<file path="config.mk">
export PLATFORM = sky130hd
export DESIGN_NAME = tt_um_riscv_core
export DESIGN_NICKNAME = d
export VERILOG_FILES = /design/src/rtl/isa_pkg.sv /design/src/rtl/core_pkg.sv /design/src/rtl/alu.sv /design/src/rtl/instr_decode.sv /design/src/rtl/reg_file.sv /design/src/rtl/exec_unit.sv /design/src/rtl/tt_um_riscv_core.sv
export SDC_FILE = /design/constraint.sdc
export NUM_CORES = 1
export LEC_CHECK = 0
export BUFFER_PORTS_ARGS = -buffer_cell sky130_fd_sc_hd__buf_2
export CAP_MARGIN = 20
export CELL_PAD_IN_SITES_DETAIL_PLACEMENT = 2
export CELL_PAD_IN_SITES_GLOBAL_PLACEMENT = 2
export CORE_MARGIN = 4
export CORE_UTILIZATION = 38
export CTS_CLUSTER_SIZE = 28
export DETAILED_ROUTE_END_ITERATION = 8
export PLACE_DENSITY = 0.73
export SLEW_MARGIN = 5
export SYNTH_ARGS = -nofsm -noshare
export SYNTH_HDL_FRONTEND = slang
export SYNTH_HIERARCHICAL = 1
export SYNTH_SLANG_ARGS = --single-unit
</file>
<file path="constraint.sdc">
create_clock -name clk -period 13.6 [get_ports clk]
set_input_delay 1.36 -clock clk [delete_from_list [all_inputs] [get_ports clk]]
set_output_delay 1.36 -clock clk [all_outputs]
set_load 0.02 [all_outputs]
</file>
<file path="src/rtl/isa_pkg.sv">
/*
 * Instruction set of the pin-fed 8-bit register machine
 * Opcode classes, output selects and the 16-bit instruction layout
 */

package isa_pkg;

    // Field widths
    localparam int OPCODE_W   = 2;
    localparam int REG_ADDR_W = 3;   // Eight registers
    localparam int FUNCT3_W   = 3;
    localparam int FUNCT2_W   = 2;
    localparam int IMM_W      = 5;   // Short immediate in bits 12:8
    localparam int INSTR_W    = 16;  // uio_in high byte, ui_in low byte

    // Instruction classes in bits 1:0
    typedef enum logic [OPCODE_W-1:0] {
        OP_R   = 2'b00,  // Register-register ALU op
        OP_I   = 2'b01,  // Register-immediate ALU op
        OP_L   = 2'b10,  // Load 8-bit immediate
        OP_OUT = 2'b11   // Drive uo_out, no write
    } opcode_e;

    // Output kinds carried in funct3 of OP_OUT
    // Codes not listed here drive zero
    typedef enum logic [FUNCT3_W-1:0] {
        OUT_REG = 3'b000,  // rs1 value
        OUT_CMP = 3'b011,  // Equality flag in bit 0
        OUT_ALU = 3'b111   // ALU result
    } out_sel_e;

    // Instruction fields from high to low bits
    //   15:13 funct3
    //   12:11 funct2
    //   10:8  rs2
    //    7:5  rs1
    //    4:2  rd
    //    1:0  opcode
    // Bits 12:8 double as the short immediate
    // For OP_L funct3 supplies the top three immediate bits
    typedef struct packed {
        logic [FUNCT3_W-1:0]   funct3;  // ALU op low bits or output select
        logic [FUNCT2_W-1:0]   funct2;  // Bit 0 alt op, bit 1 compare invert
        logic [REG_ADDR_W-1:0] rs2;
        logic [REG_ADDR_W-1:0] rs1;
        logic [REG_ADDR_W-1:0] rd;
        opcode_e               opcode;
    } instr_t;

endpackage

</file>
<file path="src/rtl/core_pkg.sv">
/*
 * Core-internal definitions
 * Data width, ALU operation codes and the decoded control bundle
 */

package core_pkg;

    localparam int DATA_W   = 8;  // Register and datapath width
    localparam int NUM_REGS = 8;  // r0 is an ordinary register

    // ALU operations
    // Low three bits come straight from funct3, bit 3 is the alternate bit
    // Codes 1010 to 1111 act like their bit-3-clear forms
    typedef enum logic [3:0] {
        ALU_ADD   = 4'b0000,
        ALU_SLL   = 4'b0001,
        ALU_AND   = 4'b0010,
        ALU_XOR   = 4'b0011,
        ALU_OR    = 4'b0100,
        ALU_SLT   = 4'b0101,  // Signed less-than
        ALU_SLTU  = 4'b0110,  // Unsigned less-than
        ALU_PASSB = 4'b0111,  // Operand b straight through
        ALU_SUB   = 4'b1000,
        ALU_SRL   = 4'b1001
    } alu_op_e;

    // Decoded control shared by the register file and the execution unit
    typedef struct packed {
        logic [isa_pkg::REG_ADDR_W-1:0] rs1;
        logic [isa_pkg::REG_ADDR_W-1:0] rs2;
        logic [isa_pkg::REG_ADDR_W-1:0] rd;
        logic                           we;       // Register write this cycle
        alu_op_e                        alu_op;
        logic                           use_imm;  // Operand b from imm
        logic                           is_load;  // Write back imm
        logic [DATA_W-1:0]              imm;
        logic                           is_out;   // OP_OUT drives uo_out
        isa_pkg::out_sel_e              out_sel;
        logic                           cmp_inv;  // Invert equality flag
    } dec_t;

endpackage

</file>
<file path="src/rtl/alu.sv">
/*
 * ALU
 * Combinational 8-bit add/sub, shifts, logic ops and compares
 * Zero flag feeds the equality output of the core
 */

`timescale 1ns/10ps
`default_nettype none

module alu (
    input  core_pkg::alu_op_e             alu_op,
    input  logic [core_pkg::DATA_W-1:0]   a,
    input  logic [core_pkg::DATA_W-1:0]   b,
    output logic [core_pkg::DATA_W-1:0]   y,
    output logic                          zero
);

    core_pkg::alu_op_e base_op;  // Op with bit 3 cleared
    logic              alt;      // Alternate form select
    logic [2:0]        shamt;
    logic              lt_s;
    logic              lt_u;

    // Bit 3 only matters for ADD and SLL, everything else ignores it
    assign base_op = core_pkg::alu_op_e'({1'b0, alu_op[2:0]});
    assign alt     = alu_op[3];

    assign shamt = b[2:0];  // Shift range 0 to 7

    assign lt_s = ($signed(a) < $signed(b));
    assign lt_u = (a < b);

    always_comb begin
        unique case (base_op)
            core_pkg::ALU_ADD: begin
                y = alt ? (a - b) : (a + b);  // Carry dropped
            end
            core_pkg::ALU_SLL: begin
                y = alt ? (a >> shamt) : (a << shamt);  // SRL is logical
            end
            core_pkg::ALU_AND:   y = a & b;
            core_pkg::ALU_XOR:   y = a ^ b;  // Zero when equal
            core_pkg::ALU_OR:    y = a | b;
            core_pkg::ALU_SLT:   y = {{(core_pkg::DATA_W - 1){1'b0}}, lt_s};
            core_pkg::ALU_SLTU:  y = {{(core_pkg::DATA_W - 1){1'b0}}, lt_u};
            core_pkg::ALU_PASSB: y = b;
            default:             y = '0;  // Unreachable with bit 3 clear
        endcase
    end

    assign zero = (y == '0);

endmodule

</file>
<file path="src/rtl/instr_decode.sv">
/*
 * Instruction decoder
 * Splits the pin instruction into fields and derives the write enable,
 * ALU operation, immediate and output selection. Purely combinational
 */

`timescale 1ns/10ps
`default_nettype none

module instr_decode (
    input  isa_pkg::instr_t instr,
    output core_pkg::dec_t  dec
);

    logic [isa_pkg::IMM_W-1:0] imm_short;  // Bits 12:8
    logic                      alu_alt;    // ALU op bit 3
    logic                      is_i_type;
    logic                      is_l_type;

    // Short immediate shares bits with funct2 and rs2
    assign imm_short = {instr.funct2, instr.rs2};

    assign is_i_type = (instr.opcode == isa_pkg::OP_I);
    assign is_l_type = (instr.opcode == isa_pkg::OP_L);

    // I-type has no room for the alternate bit
    assign alu_alt = is_i_type ? 1'b0 : instr.funct2[0];

    always_comb begin
        // Register addresses pass straight through
        dec.rs1 = instr.rs1;
        dec.rs2 = instr.rs2;
        dec.rd  = instr.rd;

        // Every class but OP_OUT writes rd
        dec.we = (instr.opcode != isa_pkg::OP_OUT);

        dec.alu_op  = core_pkg::alu_op_e'({alu_alt, instr.funct3});
        dec.use_imm = is_i_type;
        dec.is_load = is_l_type;

        // Load takes funct3 as the top bits, otherwise zero-extend
        if (is_l_type) begin
            dec.imm = {instr.funct3, imm_short};
        end else begin
            dec.imm = {{(core_pkg::DATA_W - isa_pkg::IMM_W){1'b0}}, imm_short};
        end

        // Output control
        dec.is_out  = (instr.opcode == isa_pkg::OP_OUT);
        dec.out_sel = isa_pkg::out_sel_e'(instr.funct3);  // Undefined codes kept
        dec.cmp_inv = instr.funct2[1];
    end

    // An I-type op must never reach SUB or SRL, and output ops never write
    always_comb begin
        if (instr.opcode == isa_pkg::OP_I) begin
            assert final (dec.alu_op[3] == 1'b0)
                else $error("I-type decode carries alternate ALU bit");
        end
        if (dec.is_out) begin
            assert final (!dec.we)
                else $error("Output instruction decoded with write enable");
        end
    end

endmodule

</file>
<file path="src/rtl/reg_file.sv">
/*
 * Register file
 * Eight 8-bit registers, two combinational reads, one write per clock
 * Synchronous active-low reset clears every entry
 */

`timescale 1ns/10ps
`default_nettype none

module reg_file (
    input  logic                          clk,
    input  logic                          rst_n,
    input  core_pkg::dec_t                dec,
    input  logic [core_pkg::DATA_W-1:0]   wr_data,
    output logic [core_pkg::DATA_W-1:0]   rd_data1,
    output logic [core_pkg::DATA_W-1:0]   rd_data2
);

    logic [core_pkg::DATA_W-1:0] regs [core_pkg::NUM_REGS];

    // Write at the edge ending the instruction's cycle
    always_ff @(posedge clk) begin
        if (!rst_n) begin
            // Clear all, no write during reset
            for (int i = 0; i < core_pkg::NUM_REGS; i++) begin
                regs[i] <= '0;
            end
        end else if (dec.we) begin
            regs[dec.rd] <= wr_data;  // r0 writable like any other
        end
    end

    // Asynchronous reads, a write shows up next cycle
    assign rd_data1 = regs[dec.rs1];  // Operand a / OUT_REG source
    assign rd_data2 = regs[dec.rs2];  // Operand b for R-type

    // Write-back data comes from the execution unit and must be fully known
    assert property (@(posedge clk) disable iff (!rst_n)
        dec.we |-> !$isunknown(wr_data))
        else $error("Register write with unknown data");

    // A written register reads back the written value in the next cycle
    assert property (@(posedge clk) disable iff (!rst_n)
        dec.we ##1 (rst_n && dec.rs1 == $past(dec.rd))
        |-> rd_data1 == $past(wr_data))
        else $error("Register read-back mismatch after write");

endmodule

</file>
<file path="src/rtl/exec_unit.sv">
/*
 * Execution unit
 * Picks ALU operands, forms the write-back value and selects the
 * byte driven on uo_out for output instructions
 */

`timescale 1ns/10ps
`default_nettype none

module exec_unit (
    input  core_pkg::dec_t                dec,
    input  logic [core_pkg::DATA_W-1:0]   rd_data1,
    input  logic [core_pkg::DATA_W-1:0]   rd_data2,
    output logic [core_pkg::DATA_W-1:0]   wr_data,
    output logic [core_pkg::DATA_W-1:0]   result
);

    logic [core_pkg::DATA_W-1:0] op_b;
    logic [core_pkg::DATA_W-1:0] alu_y;
    logic                        alu_zero;

    assign op_b = dec.use_imm ? dec.imm : rd_data2;  // I-type takes imm

    alu i_alu (
        .alu_op (dec.alu_op),
        .a      (rd_data1),
        .b      (op_b),
        .y      (alu_y),
        .zero   (alu_zero)
    );

    // Loads bypass the ALU
    assign wr_data = dec.is_load ? dec.imm : alu_y;

    always_comb begin
        result = '0;  // Non-output and undefined selects
        if (dec.is_out) begin
            case (dec.out_sel)
                isa_pkg::OUT_REG: result = rd_data1;
                isa_pkg::OUT_CMP: result = {{(core_pkg::DATA_W - 1){1'b0}},
                                            alu_zero ^ dec.cmp_inv};
                isa_pkg::OUT_ALU: result = alu_y;
                default:          result = '0;
            endcase
        end
    end

    // uo_out stays quiet on every cycle that writes a register
    always_comb begin
        if (!dec.is_out) begin
            assert final (result == '0)
                else $error("Output byte nonzero on a non-output instruction");
        end
    end

endmodule

</file>
<file path="src/rtl/tt_um_riscv_core.sv">
/*
 * Pin-fed 8-bit register machine, top level
 * One 16-bit instruction per clock from ui_in and uio_in
 */

`timescale 1ns/10ps
`default_nettype none

module tt_um_riscv_core (
    input  logic [7:0] ui_in,    // Instruction low byte
    output logic [7:0] uo_out,   // Output-type result
    input  logic [7:0] uio_in,   // Instruction high byte
    output logic [7:0] uio_out,
    output logic [7:0] uio_oe,   // All bidirectional pins are inputs
    input  logic       ena,      // Always high when powered, unused
    input  logic       clk,
    input  logic       rst_n
);

    isa_pkg::instr_t             instr;
    core_pkg::dec_t              dec;
    logic [core_pkg::DATA_W-1:0] rd_data1;
    logic [core_pkg::DATA_W-1:0] rd_data2;
    logic [core_pkg::DATA_W-1:0] wr_data;

    // High byte on the IO pins, low byte on the dedicated inputs
    assign instr = isa_pkg::instr_t'({uio_in, ui_in});

    assign uio_out = '0;
    assign uio_oe  = '0;

    instr_decode i_instr_decode (
        .instr (instr),
        .dec   (dec)
    );

    reg_file i_reg_file (
        .clk      (clk),
        .rst_n    (rst_n),
        .dec      (dec),
        .wr_data  (wr_data),
        .rd_data1 (rd_data1),
        .rd_data2 (rd_data2)
    );

    exec_unit i_exec_unit (
        .dec      (dec),
        .rd_data1 (rd_data1),
        .rd_data2 (rd_data2),
        .wr_data  (wr_data),
        .result   (uo_out)
    );

endmodule

</file>
After elaboration in Yosys (flattened, before gate mapping)

Memory sizes are Yosys's and may differ from the RTL's.
Cells that the tools add are included.

Output and inout bits: 24
Memories: 1
Input bits: 19
Memory bits (writable): 64
Word-level logic and storage cells: 42
Bits in registers: 0

Memory list:

| memory          | depth | bits a word | read ports | clocked after Yosys merged registers in | write ports | line           | source |
|---|---|---|---|---|---|---|---|
| i_reg_file.regs | 8     | 8           | 2          | 0                                       | 8           | reg_file.sv:19 | `logic [core_pkg::DATA_W-1:0] regs [core_pkg::NUM_REGS];` |

Reduce and logical (&&, ||, !) cells: 4
Add/sub/neg operators: 2
Shift-type cells: 2
Mux-type cells: 16
Equal/unequal tests: 11
Bitwise logic cells: 4
$lt $le $gt $ge: 2

Operator list:

| kind               | number |
|---|---|
| $pmux 8 s8         | 1 |
| $mux 8             | 7 |
| $pmux 8 s3         | 1 |
| $lt 8x8->1         | 2 |
| $eq 3x3->1 const B | 4 |
| $add 8x8->8        | 1 |
| $and 8x8->8        | 1 |
| $logic_not 8->1    | 1 |
| $or 8x8->8         | 1 |
| $reduce_or 8->1    | 1 |
| $shl 8x3->8        | 1 |
| $shr 8x3->8        | 1 |
| $sub 8x8->8        | 1 |
| $xor 8x8->8        | 1 |
| $eq 3x2->1 const B | 2 |
| $mux 1             | 6 |
| $eq 2x2->1 const B | 2 |
| $logic_not 4->1    | 1 |
| $eq 3x1->1 const B | 1 |
| $logic_not 3->1    | 1 |
| $mux 3             | 1 |
| $eq 2x1->1 const B | 1 |
| $ne 2x2->1 const B | 1 |
| $xor 1x1->1        | 1 |

Longest topological paths before layout

Depth after elaboration: 10
Depth in mapped cells: 19
Depth with buffers taken out: 16

Cells and area by module

Netlist, hierarchy kept.

Modules (own cells, without submodules):

| module           | cells each | times used | seq. area each (um^2) | area an instance (um^2) |
|---|---|---|---|---|
| reg_file         | 223        | 1          | 1921.8                | 3523.4 |
| alu              | 242        | 1          | 0.0                   | 1735.4 |
| exec_unit        | 41         | 1          | 0.0                   | 354.1 |
| instr_decode     | 32         | 1          | 0.0                   | 241.5 |
| tt_um_riscv_core | 17         | 1          | 0.0                   | 123.9 |

Least setup slack after synthesis

OpenSTA, ideal clock, no wires.

Path kind: in2out
From: input uio_in[0]
To: output uo_out[0]
Stages on the path: 18
Path buffers: 3
Path slack: 6720 ps
Required time: 12240 ps
Data arrival time: 5520 ps
Cell sequence: buf_4 -> buf_6 -> buf_12 -> mux4_1 -> mux2_2 -> mux2_2 -> ha_1 -> fa_1 -> o21bai_1 -> a211oi_1 -> nor4_1 -> nor2_1 -> a211o_1 -> or4b_1 -> nor4_2 -> xor2_1 -> mux2i_1 -> o21ai_0

Longest elaborated chain between the ends: 9
Elaborated cells between the ends (all ways): 19
Classes of those cells: 2 x add/sub; 2 x order compare; 2 x shift; 7 x mux; 4 x bitwise; 1 x reduce/logical; 1 x memory

Ends and longest elaborated chain:

| what                                | line                   | source |
|---|---|---|
| start, declared                     | tt_um_riscv_core.sv:12 | `input logic [7:0] uio_in,` |
| $mem_v2 8x8 *                       | --                     |  |
| net rd_data2, one bit               | tt_um_riscv_core.sv:23 | `logic [core_pkg::DATA_W-1:0] rd_data2;` |
| $mux 8 *                            | exec_unit.sv:22        | `assign op_b = dec.use_imm ? dec.imm : rd_data2;` |
| net i_exec_unit.op_b, one bit       | exec_unit.sv:18        | `logic [core_pkg::DATA_W-1:0] op_b;` |
| $add 8x8->8 (tied with other cells) | alu.sv:36              | `y = alt ? (a - b) : (a + b);` |
| $mux 8 (on tied branches)           | alu.sv:36, alu.sv:39   |  |
| $pmux 8 s8 *                        | alu.sv:34              | `unique case (base_op)` |
| net i_exec_unit.alu_y, one bit      | exec_unit.sv:19        | `logic [core_pkg::DATA_W-1:0] alu_y;` |
| $logic_not 8->1 *                   | alu.sv:51              | `assign zero = (y == '0);` |
| net i_exec_unit.alu_zero            | exec_unit.sv:20        | `logic alu_zero;` |
| $xor 1x1->1 *                       | exec_unit.sv:41        | `alu_zero ^ dec.cmp_inv};` |
| $pmux 8 s3 *                        | exec_unit.sv:38        | `case (dec.out_sel)` |
| $mux 8 *                            | exec_unit.sv:37        | `if (dec.is_out) begin` |
| end, declared                       | tt_um_riscv_core.sv:11 | `output logic [7:0] uo_out,` |

Mark *: on every way through the listed nets, which the timed path passes. The rest lies on a longest branch.

Final worst setup path

Ends and elaborated chain as after synthesis.

==> impl_metrics.tcl <==
set metrics [dict create \
    run_status "finished, final reports clean" \
    worst_hold_startpoint "rst_n" \
    synth_instances 555 \
    grt_antenna_before_repair 0 \
    worst_setup_path_startpoint "uio_in[0]" \
    fillerInstances 1641 \
    crit_fanout 25 \
    multiInputGateArea_sq_um 3440 \
    timing_max_transition_violations_final 0 \
    core_area_sq_um 15300 \
    number_of_global_route_vias_before_repair 4822 \
    fin_util_pct 40.5 \
    p_comb_share_pct 33.1 \
    die_h_um 133 \
    largest_register_ffs 64 \
    routed_wire_length_per_instance_um 24.4 \
    cts_buffer_depth 2 \
    worst-endpoint-arrival_ns 6.53 \
    netlist_area_sq_um 5980 \
    die-area_sq_um 17800 \
    largest_register "i_reg_file/regs" \
    ys_top_cells_by_area "sky130_fd_sc_hd__edfxtp_1 32%, sky130_fd_sc_hd__mux4_1 13%, sky130_fd_sc_hd__mux2_2 6.6%, sky130_fd_sc_hd__ha_1 5.7%, sky130_fd_sc_hd__buf_4 5.1%" \
    post_cts_buffers 0 \
    vdd_drop_max_mv 0.0944 \
    fin_nets 581 \
    worst-endpoint-required_ns 12.24 \
    hold_viol_final 0 \
    biggestRegsByFlops "i_reg_file/regs x64" \
    met1_length_um 7810 \
    antenna-diode-count 0 \
    ctsResizeCount 0 \
    initial_utilization_pct 39.0 \
    die_x_um 133 \
    yosys.area.top_type_share_pct 32.1 \
    relSlewSlack_pct 50.0 \
    finalSetupTns_ns 0 \
    power.share.clock_pct 30.5 \
    dpl_cell_area_sq_um 5960 \
    ant_nets 0 \
    port_buffers 25 \
    first_pass_iters 5 \
    place_congestion 0.861 \
    clkSinkCount 64 \
    finalInstanceArea_sq_um 6200 \
    timing.critical_path.to_type "primary output" \
    avgSynthCellArea_sq_um 10.8 \
    setup_viol_count_final 0 \
    synth.yosys.warnings 6 \
    critical_path.reg2reg.startpoint "i_reg_file/regs[4][0]" \
    post_route_cells_drive_above_1_share_pct 17.3 \
    fraction_of_registers_with_async_set_reset_pct 0 \
    top_post_synthesis_cells_by_count "64 x sky130_fd_sc_hd__edfxtp_1, 54 x sky130_fd_sc_hd__nor3_1, 41 x sky130_fd_sc_hd__buf_4, 35 x sky130_fd_sc_hd__mux2_2, 30 x sky130_fd_sc_hd__inv_1" \
    dominant_cell_by_count_in_the_synthesized_netlist "sky130_fd_sc_hd__edfxtp_1" \
    detail_route.vias_per_cell 5.89 \
    setup_slack_at_placement_ns 5.71 \
    start_kind "primary input" \
    internal_power_uw 425 \
    groute.usage.overall_pct 20.5 \
    timing.final.crit_share_pct 58.0 \
    worstSkewPairLatency_ns 0.32 \
    met2_length_um 9800 \
    worstSetupPathType "in -> out" \
    synth_edf_count 64 \
    cts_buffers 9 \
    detailedRoute.firstIterationViolations 297 \
    yosys_register_bits 64 \
    cellPowerDensity_nw_per_um2 103 \
    core.rowCount 45 \
    synth_top_flop_cell "sky130_fd_sc_hd__edfxtp_1" \
    htreeDepth 3 \
    buffer_type_at_the_clock_tree_root "sky130_fd_sc_hd__clkbuf_16" \
    yosys.cell_types.count 68 \
    ff_latch_area_sq_um 1920 \
    synthDominantAreaCellType "sky130_fd_sc_hd__edfxtp_1" \
    clock_skew_ns 0.00251 \
    wire_length_after_detailed_routing_um 18200 \
    cts_tree "yes" \
    drv.max_cap_violation_count 0 \
    grt_first_pass_wirelength_um 28400 \
    pwr-share-seq_pct 36.4 \
    hpwlAfterDp_um 13500 \
    highest_layer "met4" \
    worst_setup_hold_path_clk_slew_ns 0.05 \
    synth_seq_area_share_pct 32.1 \
    p_switching_uw 214 \
    route.detailed.drc 0 \
    worst_pin_slew_ns 0.751 \
    final.min_clock_period_ns 7.89 \
    power.static_leakage_uw 0.00235 \
    io-pin-count 43 \
    grt_start_max_net_pins 37 \
    finalWorstSetupSlack_ns 5.71 \
    route.vias.total 4408 \
    power_switching_share_pct 33.5 \
    met3_wirelength_um 308 \
    rsz0062_at_grt "no" \
    min_path_type "in -> reg" \
    cts.hold.buffers_added 0 \
    synthToLayoutAreaGrowth_pct 3.77 \
    grt.overflow.total 0 \
    fmax_mhz 127 \
]
-- power by group through the flow --
stage | combinational, uW | sequential [uW] | clock [uW]
2_1_floorplan | 162 | 233 | 0
3_3_place_gp | 202 | 234 | 0
4_1_cts | 212 | 233 | 200
5_1_grt | 232 | 233 | 207
6_report | 211 | 233 | 195
3_5_place_dp | 211 | 236 | 0
-- placed cells by master (no fill, tap or decap), drive strengths merged, types with 4 or more instances in the layout --
master | netlist | final
o31ai | 5 | 5
o21ai | 23 | 23
nand3 | 5 | 5
buf | 61 | 36
nand2 | 13 | 13
nor2 | 22 | 22
nor2b | 17 | 17
mux2 | 38 | 38
nand2b | 8 | 8
a31oi | 5 | 5
nor4 | 18 | 18
mux4 | 32 | 32
conb | 1 | 16
ha | 27 | 27
a22oi | 11 | 11
o221ai | 4 | 4
o22ai | 7 | 7
clkbuf | 23 | 13
inv | 32 | 32
and2 | 6 | 6
mux2i | 13 | 13
nor3 | 55 | 55
edfxtp | 64 | 64
a211oi | 4 | 4
a21oi | 12 | 12
-- critical path, stage by stage --
cell	delay, ns
sky130_fd_sc_hd__buf_2	0.46
sky130_fd_sc_hd__mux4_1	0.67
sky130_fd_sc_hd__mux2_2	0.28
sky130_fd_sc_hd__mux2_2	0.47
sky130_fd_sc_hd__ha_1	0.29
sky130_fd_sc_hd__fa_1	0.42
sky130_fd_sc_hd__o21bai_1	0.25
sky130_fd_sc_hd__a211oi_1	0.16
sky130_fd_sc_hd__nor4_1	0.26
sky130_fd_sc_hd__nor2_1	0.09
sky130_fd_sc_hd__a211o_1	0.29
sky130_fd_sc_hd__or4b_1	0.56
sky130_fd_sc_hd__nor4_2	0.18
sky130_fd_sc_hd__xor2_1	0.18
sky130_fd_sc_hd__mux2i_1	0.08
sky130_fd_sc_hd__o21ai_0	0.28
sky130_fd_sc_hd__buf_2	0.22
-- metal layers --
metal	vias to the layer above	track usage, %
met5	-	0
met4	0	5.37
met3	18	1.74
met2	61	38.0
met1	2290	25.7
li1	2039	-
-- final timing paths --
check             cells past startpoint  slack, ns                    end
setup / recovery                     17       5.71              uo_out[0]
hold / removal                        3       1.60  i_reg_file/regs[1][7]
setup reg to reg                     13       9.01  i_reg_file/regs[6][6]
hold reg to reg                       9       1.96  i_reg_file/regs[7][6]
-- cells by family after synthesis --
kind of cell	Yosys count	share of synthesized area, %
AO/OA/AOI/OAI	99	11.5
XOR/XNOR	6	0.879
adder cells (fa/ha/maj)	29	6.32
buffers and inverters	116	11.2
flip-flops	64	32.1
multiplexers	83	23.2
other	1	0.0627
AND/OR/NAND/NOR	157	14.7
-- per-stage QoR --
step,std cells,total power [uW],hold slack [ns]
6_report,748,639,1.60
5_1_grt,748,672,1.62
4_1_cts,748,645,1.59
3_5_place_dp,733,447,1.93
3_3_place_gp,733,436,1.88
2_1_floorplan,570,396,1.62
-- area by class of cell --
| cell class | count | area share (%) |
|---|---|---|
| timing repair buffer | 36 | 3.35 |
| sequential | 64 | 31.0 |
| inverter | 32 | 1.94 |
| multi-input combinational | 390 | 55.5 |
| clock inverter | 2 | 0.121 |
| tap | 211 | 4.26 |
| clock buffer | 13 | 3.87 |
No activity file was read; power rests on OpenSTA's default activity.
